[config.mk]
export PLATFORM = sky130hd
export DESIGN_NAME = control_unit
export DESIGN_NICKNAME = d
export VERILOG_FILES = /design/src/rv_consts.svh /design/src/rv_pkg.sv /design/src/control_unit.sv
export SDC_FILE = /design/constraint.sdc
export NUM_CORES = 1
export LEC_CHECK = 0
export ABC_AREA = 1
export BUFFER_PORTS_ARGS = -buffer_cell sky130_fd_sc_hd__buf_2
export CORE_AREA = 5 5 42 44
export DETAILED_ROUTE_END_ITERATION = 16
export DIE_AREA = 0 0 47 49
export GPL_TIMING_DRIVEN = 0
export PLACE_DENSITY = 0.72
export SETUP_SLACK_MARGIN = 0.5
export SYNTH_ARGS = -nofsm -noshare
export SYNTH_HDL_FRONTEND = slang
export SYNTH_SLANG_ARGS = --single-unit
[constraint.sdc]
create_clock -name vclk -period 1.9
set_input_delay 0.19 -clock vclk [all_inputs]
set_output_delay 0.19 -clock vclk [all_outputs]
set_load 0.05 [all_outputs]
[src/rv_consts.svh]
`ifndef RV_CONSTS_SVH
`define RV_CONSTS_SVH

// Data path and address width
`define RV_XLEN 64

// Register index width, 32 registers
`define RV_REG_AW 5

// First fetch address after reset
`define RV_RESET_PC 64'h0000_0000_0000_0000

`endif

[src/rv_pkg.sv]
`default_nettype none

package rv_pkg;

    // Major opcodes of the supported RV64I subset
    localparam logic [6:0] OPC_LOAD      = 7'b0000011;
    localparam logic [6:0] OPC_OP_IMM    = 7'b0010011;
    localparam logic [6:0] OPC_AUIPC     = 7'b0010111;
    localparam logic [6:0] OPC_OP_IMM_32 = 7'b0011011;
    localparam logic [6:0] OPC_STORE     = 7'b0100011;
    localparam logic [6:0] OPC_OP        = 7'b0110011;
    localparam logic [6:0] OPC_LUI       = 7'b0110111;
    localparam logic [6:0] OPC_OP_32     = 7'b0111011;
    localparam logic [6:0] OPC_BRANCH    = 7'b1100011;
    localparam logic [6:0] OPC_JALR      = 7'b1100111;
    localparam logic [6:0] OPC_JAL       = 7'b1101111;
    localparam logic [6:0] OPC_SYSTEM    = 7'b1110011;

    typedef enum logic [3:0] {
        ALU_ADD,
        ALU_SUB,
        ALU_AND,
        ALU_OR,
        ALU_XOR,
        ALU_SLT,
        ALU_SLTU,
        ALU_SLL,
        ALU_SRL,
        ALU_SRA
    } alu_op_t;

    // Bit 2 is the signed flag, bits 1:0 the width
    typedef enum logic [2:0] {
        LOAD_BU = 3'b000,
        LOAD_HU = 3'b001,
        LOAD_WU = 3'b010,
        LOAD_B  = 3'b100,
        LOAD_H  = 3'b101,
        LOAD_W  = 3'b110,
        LOAD_D  = 3'b111
    } load_kind_t;

    typedef enum logic [1:0] {
        WB_ALU,
        WB_LOAD,
        WB_PC4,
        WB_IMM
    } wb_src_t;

    typedef struct packed {
        logic       alua_src;   // 1 selects PC
        logic       alub_src;   // 1 selects rs2
        logic       aluy_src;   // 1 sign extends the low word
        alu_op_t    alu_op;
        logic       alupc_src;  // 1 selects rs1 as target base
        logic       pc_src;     // 1 takes the target
        logic       pc_enable;
        load_kind_t load_kind;
        wb_src_t    wb_src;
        logic       write_register_enable;
        logic       mem_write;
    } ctrl_t;

    typedef struct packed {
        logic zero;
        logic negative;
        logic carry_out;
        logic overflow;
    } alu_flags_t;

endpackage

`default_nettype wire

[src/control_unit.sv]
`timescale 1ns/100ps
`default_nettype none

module control_unit (
    input  logic [6:0]         opcode,
    input  logic [2:0]         funct3,
    input  logic               funct7,
    input  rv_pkg::alu_flags_t flags,
    output rv_pkg::ctrl_t      ctrl
);

    logic branch_taken;

    // funct3 to ALU operation for OP and OP-IMM
    function automatic rv_pkg::alu_op_t arith_op(input logic [2:0] f3, input logic alt);
        case (f3)
            3'b000:  return alt ? rv_pkg::ALU_SUB : rv_pkg::ALU_ADD;
            3'b001:  return rv_pkg::ALU_SLL;
            3'b010:  return rv_pkg::ALU_SLT;
            3'b011:  return rv_pkg::ALU_SLTU;
            3'b100:  return rv_pkg::ALU_XOR;
            3'b101:  return alt ? rv_pkg::ALU_SRA : rv_pkg::ALU_SRL;
            3'b110:  return rv_pkg::ALU_OR;
            default: return rv_pkg::ALU_AND;
        endcase
    endfunction

    // Flags come from rs1 - rs2
    always_comb begin
        case (funct3)
            3'b000:  branch_taken = flags.zero;
            3'b001:  branch_taken = ~flags.zero;
            3'b100:  branch_taken = flags.negative ^ flags.overflow;
            3'b101:  branch_taken = ~(flags.negative ^ flags.overflow);
            3'b110:  branch_taken = ~flags.carry_out;
            3'b111:  branch_taken = flags.carry_out;
            default: branch_taken = 1'b0;
        endcase
    end

    always_comb begin
        ctrl           = '0;
        ctrl.alu_op    = rv_pkg::ALU_ADD;
        ctrl.load_kind = rv_pkg::LOAD_D;
        ctrl.wb_src    = rv_pkg::WB_ALU;
        ctrl.pc_enable = 1'b1;
        case (opcode)
            rv_pkg::OPC_LUI: begin
                ctrl.wb_src                = rv_pkg::WB_IMM;
                ctrl.write_register_enable = 1'b1;
            end
            rv_pkg::OPC_AUIPC: begin
                ctrl.alua_src              = 1'b1;
                ctrl.write_register_enable = 1'b1;
            end
            rv_pkg::OPC_JAL: begin
                ctrl.pc_src                = 1'b1;
                ctrl.wb_src                = rv_pkg::WB_PC4;
                ctrl.write_register_enable = 1'b1;
            end
            rv_pkg::OPC_JALR: begin
                ctrl.pc_src                = 1'b1;
                ctrl.alupc_src             = 1'b1;
                ctrl.wb_src                = rv_pkg::WB_PC4;
                ctrl.write_register_enable = 1'b1;
            end
            rv_pkg::OPC_BRANCH: begin
                ctrl.alub_src = 1'b1;
                ctrl.alu_op   = rv_pkg::ALU_SUB;
                ctrl.pc_src   = branch_taken;
            end
            rv_pkg::OPC_LOAD: begin
                if (funct3 != 3'b111) begin
                    ctrl.load_kind = rv_pkg::load_kind_t'({~funct3[2], funct3[1:0]});
                    ctrl.wb_src    = rv_pkg::WB_LOAD;
                    ctrl.write_register_enable = 1'b1;
                end else begin
                    ctrl.pc_enable = 1'b0;
                end
            end
            // SD is the only store
            rv_pkg::OPC_STORE: begin
                if (funct3 == 3'b011) ctrl.mem_write = 1'b1;
                else ctrl.pc_enable = 1'b0;
            end
            rv_pkg::OPC_OP: begin
                ctrl.alub_src              = 1'b1;
                ctrl.alu_op                = arith_op(funct3, funct7);
                ctrl.write_register_enable = 1'b1;
            end
            rv_pkg::OPC_OP_IMM: begin
                // Bit 30 is part of the immediate except for the right shifts
                ctrl.alu_op                = arith_op(funct3, funct7 && (funct3 == 3'b101));
                ctrl.write_register_enable = 1'b1;
            end
            rv_pkg::OPC_OP_32: begin
                if (funct3 == 3'b000) begin
                    ctrl.alub_src              = 1'b1;
                    ctrl.aluy_src              = 1'b1;
                    ctrl.alu_op                = funct7 ? rv_pkg::ALU_SUB : rv_pkg::ALU_ADD;
                    ctrl.write_register_enable = 1'b1;
                end else begin
                    ctrl.pc_enable = 1'b0;
                end
            end
            rv_pkg::OPC_OP_IMM_32: begin
                if (funct3 == 3'b000) begin
                    ctrl.aluy_src              = 1'b1;
                    ctrl.write_register_enable = 1'b1;
                end else begin
                    ctrl.pc_enable = 1'b0;
                end
            end
            // ECALL halts on the current instruction
            rv_pkg::OPC_SYSTEM: ctrl.pc_enable = 1'b0;
            default:            ctrl.pc_enable = 1'b0;
        endcase
    end

endmodule

`default_nettype wire

## Word-level counts from Yosys, hierarchy flattened

Cells that the tools add are included.

| word-level totals | value |
|---|---|
| logic and storage cells | 54 |
| flip-flop bits (word level) | 0 |
| input bits | 15 |
| output and inout port bits | 17 |

| operators by class | value |
|---|---|
| equal/unequal tests | 19 |
| bitwise gates (word level) | 5 |
| mux-type cells | 23 |
| reductions and logical operators | 7 |

Operators with widths:

| operator | number |
|---|---|
| $pmux 4 s7 | 2 |
| $eq 7x6->1 const B | 4 |
| $eq 7x5->1 const B | 3 |
| $eq 7x7->1 const B | 3 |
| $pmux 4 s4 | 1 |
| $eq 3x3->1 const B | 4 |
| $mux 6 | 2 |
| $mux 1 | 10 |
| $eq 7x2->1 const B | 1 |
| $reduce_or 7->1 | 1 |
| $eq 3x2->1 const B | 2 |
| $pmux 1 s2 | 3 |
| $pmux 1 s6 | 1 |
| $pmux 2 s3 | 1 |
| $reduce_or 2->1 | 3 |
| $reduce_or 6->1 | 1 |
| $not 1->1 | 4 |
| $pmux 1 s4 | 1 |
| $eq 3x1->1 const B | 1 |
| $logic_not 3->1 | 1 |
| $mux 3 | 1 |
| $ne 3x3->1 const B | 1 |
| $pmux 1 s3 | 1 |
| $logic_and 1x1->1 | 1 |
| $xor 1x1->1 | 1 |

## Depth between registers and ports, before layout

| logic depth | value |
|---|---|
| depth after elaboration | 5 |
| mapped depth | 9 |
| depth with buffers taken out | 9 |

## Worst setup path after synthesis

No wires, ideal clock.

| timing | value |
|---|---|
| path kind | input to output |
| from | in opcode[1] |
| to | out ctrl[0] (netlist bit) |
| required time | 1,710 ps |
| setup slack | -242 ps |
| stages | 4 |
| path buffers | 0 |
| data arrival time | 1,952 ps |
| cells stage by stage | nand2_1 > inv_2 > nand2_2 > nor4_1 |

RTL lines:

| element | RTL line | RTL |
|---|---|---|
| start: declaration | control_unit.sv:5 | `input logic [6:0] opcode,` |
| end: declaration | control_unit.sv:9 | `output rv_pkg::ctrl_t ctrl` |

==> impl_results.html <==
<table>
<tr><th>Metric</th><th>Value</th></tr>
<tr><th colspan="2">Cells and area</th></tr>
<tr><td>Area overhead of the layout relative to synthesis</td><td>57.4%</td></tr>
<tr><td>Layout Utilization</td><td>0.554</td></tr>
<tr><td>Antenna Cells</td><td>0</td></tr>
<tr><td>Sequential cell area in the final layout</td><td>0 um^2</td></tr>
<tr><td>Final net count</td><td>163</td></tr>
<tr><td>Clock buffer instance count of the final layout</td><td>0</td></tr>
<tr><td>Fraction of final layout cells with drive strength greater than 1</td><td>0.411</td></tr>
<tr><td>Final cell count without fillers</td><td>162</td></tr>
<tr><td>Number of sequential cells in the layout</td><td>0</td></tr>
<tr><th colspan="2">Timing</th></tr>
<tr><td>Final Hold Vio Count</td><td>0</td></tr>
<tr><td>Final worst path period need</td><td>1330 ps</td></tr>
<tr><td>Unrepaired setup endpoints after global routing</td><td>true</td></tr>
<tr><td>Max Fclk</td><td>749 MHz</td></tr>
<tr><td>Max_slew headroom</td><td>0.833</td></tr>
<tr><td>Smallest setup slack after layout</td><td>565 ps</td></tr>
<tr><td>Final-layout setup total negative slack</td><td>0 ps</td></tr>
<tr><td>Measured slew at the worst slew-check pin</td><td>249 ps</td></tr>
<tr><td>Number of setup violations in the final report</td><td>0</td></tr>
<tr><td>Final cycle utilization of the critical path</td><td>0.703</td></tr>
<tr><td>Number of pins with negative max-slew slack in the final report</td><td>0</td></tr>
<tr><th colspan="2">Pwr</th></tr>
<tr><td>Peak supply drop</td><td>0.0872 mV</td></tr>
<tr><td>Combinational Power Share</td><td>1.000</td></tr>
<tr><td>Internal power summed over all cells</td><td>37.0 uW</td></tr>
<tr><td>Net switching power</td><td>78.6 uW</td></tr>
<tr><td>Leakage power total</td><td>0.000507 uW</td></tr>
<tr><td>Part of the power in the clock network</td><td>0</td></tr>
<tr><td>Total design power</td><td>116 uW</td></tr>
<tr><td>Part of the power in registers</td><td>0</td></tr>
<tr><td>Areal power density over the cells</td><td>149 mW/mm^2</td></tr>
<tr><td>Net Sw Frac</td><td>0.680</td></tr>
<tr><th colspan="2">GRT</th></tr>
<tr><td>Global-route wire length before repair</td><td>2560 um</td></tr>
<tr><td>GRT met1 Usage</td><td>0.176</td></tr>
<tr><td>Largest net degree at the start of global routing</td><td>10</td></tr>
<tr><td>Met3 Resource Use GR</td><td>0.00369</td></tr>
<tr><td>Global router's overall resource usage</td><td>0.134</td></tr>
<tr><td>Total gr overflow</td><td>0</td></tr>
<tr><td>Routing layer with the top usage in global route</td><td>met2</td></tr>
<tr><td>Met2 usage in global routing</td><td>0.247</td></tr>
<tr><td>Via count of the first global-routing pass</td><td>646</td></tr>
<tr><td>Antenna violations before repair</td><td>0</td></tr>
<tr><th colspan="2">Route</th></tr>
<tr><td>Pre-Repair DR Iteration Count</td><td>4</td></tr>
<tr><td>Average detailed-routed wire length per instance</td><td>9.41 um</td></tr>
<tr><td>DRC violations left</td><td>0</td></tr>
<tr><td>Antenna-violating nets left</td><td>0</td></tr>
<tr><td>Via count</td><td>746</td></tr>
<tr><td>Number of DRC markers after the initial detailed-route iteration</td><td>9</td></tr>
<tr><td>Routed via count divided by cell count</td><td>4.60</td></tr>
<tr><td>Final Routed Wirelength</td><td>1530 um</td></tr>
<tr><th colspan="2">Floorplan</th></tr>
<tr><td>Cell Rows</td><td>14</td></tr>
<tr><td>Core outline area</td><td>0.00140 mm^2</td></tr>
<tr><td>Number of primary I/O pins</td><td>32</td></tr>
<tr><td>Horizontal extent of the die</td><td>47 um</td></tr>
<tr><td>Initial core utilization</td><td>0.352</td></tr>
<tr><td>Chip height</td><td>49 um</td></tr>
<tr><td>Die outline area</td><td>0.00230 mm^2</td></tr>
<tr><th colspan="2">Synth</th></tr>
<tr><td>Syn Std Cell Area</td><td>493 um^2</td></tr>
<tr><td>Fraction of the yosys area taken by sequential cells</td><td>0</td></tr>
<tr><td>Post-Syn Area per Cell</td><td>4.29 um^2</td></tr>
<tr><td>Most frequently used cell type in the post-synthesis netlist</td><td>sky130_fd_sc_hd__nand2_1</td></tr>
<tr><td>Cell types occupying the most area after synthesis</td><td>sky130_fd_sc_hd__nand2_1 (32%), sky130_fd_sc_hd__nor2_1 (17%), sky130_fd_sc_hd__inv_1 (11%), sky130_fd_sc_hd__nand3_1 (8.1%), sky130_fd_sc_hd__inv_2 (5.3%)</td></tr>
<tr><td>Number of unique standard cell types used by synthesis</td><td>18</td></tr>
<tr><td>Post-synth top area share</td><td>0.320</td></tr>
<tr><td>Yosys warns</td><td>0</td></tr>
<tr><td>Syn Nets</td><td>130</td></tr>
<tr><td>Cell types with the highest counts after synthesis</td><td>sky130_fd_sc_hd__nand2_1 (42), sky130_fd_sc_hd__nor2_1 (22), sky130_fd_sc_hd__inv_1 (15)</td></tr>
<tr><td>Largest area contributor in the netlist</td><td>sky130_fd_sc_hd__nand2_1</td></tr>
<tr><td>Number of instances in the synthesized netlist</td><td>115</td></tr>
<tr><th colspan="2">Worst setup path</th></tr>
<tr><td>Path type of the worst setup path</td><td>input port to output pin</td></tr>
<tr><td>Required time at the endpoint of the critical path</td><td>1710 ps</td></tr>
<tr><td>Largest driver fanout on the critical path</td><td>6</td></tr>
<tr><td>Sort of element at the end of the critical path</td><td>output pin</td></tr>
<tr><td>Crit path DAT</td><td>1140 ps</td></tr>
<tr><td>Type of origin of the critical path</td><td>input port</td></tr>
<tr><th colspan="2">Min path</th></tr>
<tr><td>Type of the most critical hold path</td><td>input port to output pin</td></tr>
<tr><th colspan="2">Place</th></tr>
<tr><td>Last weighted congestion value of the routability-driven placer</td><td>0.812</td></tr>
<tr><td>Minimum setup slack after placement</td><td>327 ps</td></tr>
<tr><td>Post-Place Cells</td><td>162</td></tr>
<tr><td>Number of buffer cells added on primary ports</td><td>31</td></tr>
<tr><td>Detailed-placement wirelength estimate</td><td>1300 um</td></tr>
<tr><th colspan="2">Outcome</th></tr>
<tr><td>Status</td><td>completed</td></tr>
<tr><th colspan="2">CTS</th></tr>
<tr><td># hold bufs at CTS</td><td>0</td></tr>
<tr><th colspan="2">Run</th></tr>
<tr><td>Maxcap violations</td><td>0</td></tr>
</table>
critical path, stage by stage:
cell and delay, ps:
sky130_fd_sc_hd__buf_2 130, sky130_fd_sc_hd__nor2_2 140, sky130_fd_sc_hd__nand2_4 110, sky130_fd_sc_hd__inv_4 100, sky130_fd_sc_hd__nand3_2 100, sky130_fd_sc_hd__nand2_1 80
sky130_fd_sc_hd__nor2_1 40, sky130_fd_sc_hd__nand2_1 80, sky130_fd_sc_hd__buf_6 160
metrics by stage:
stage                     cell area (um^2)  hold WS, ps
after global placement                 703          813
after global routing                   776          802
after CTS                              733          791
final                                  776          769
after floorplan                        528          562
after detailed placement               703          810
final cells by class:
cell class,instances,area (um^2)
buffer,1,5.00
inverter,23,88.8
multi-input combinational,91,480
tap,16,20.0
timing repair buffer,31,181
fill,163,626
power groups by stage:
stage	Combinational [uW]	Clock (uW)	Sequential (uW)
global placement	101	0	0
finish	116	0	0
detailed placement	103	0	0
CTS	108	0	0
global route	131	0	0
floorplan	66.0	0	0
path summary, 6_finish.rpt:
| check | slack, ps | from | cells after the start | to |
|---|---|---|---|---|
| hold / removal | 770 | funct7 | 4 | ctrl[10] |
| setup / recovery | 570 | opcode[2] | 9 | ctrl[7] |
repair_timing:
action | in CTS | in global routing
buffers inserted | 0 | 0
setup endpoints to repair | 7 | 12
resized for setup | 9 | 14
pin swaps | 0 | 1
gates cloned | 0 | 0
metal layers:
layer  vias up  share of wire  wire length (um)
met2        21           0.51               777
met1       308           0.41               627
met5         -              0                 0
met3         0          0.079               120
li1        417              -                 -
met4         0              0                 0
cells by family after synthesis:
kind of cell | share of synthesized area
AOI/OAI and AO/OA | 0.0863
buffers and inverters | 0.185
and+or+nand+nor | 0.728
cells in the final DEF, fill, tap and decap left out, types with 3 or more instances in the layout:
| cell | netlist | layout |
|---|---|---|
| sky130_fd_sc_hd__buf_2 | 1 | 26 |
| sky130_fd_sc_hd__buf_6 | 0 | 3 |
| sky130_fd_sc_hd__inv_1 | 15 | 13 |
| sky130_fd_sc_hd__inv_2 | 7 | 8 |
| sky130_fd_sc_hd__nand2_1 | 42 | 38 |
| sky130_fd_sc_hd__nand2_2 | 1 | 3 |
| sky130_fd_sc_hd__nand3_1 | 8 | 6 |
| sky130_fd_sc_hd__nand3_2 | 2 | 4 |
| sky130_fd_sc_hd__nor2_1 | 22 | 18 |
| sky130_fd_sc_hd__nor2_2 | 1 | 4 |
| sky130_fd_sc_hd__o21ai_0 | 3 | 3 |
Power figures use the tool's default switching activity.
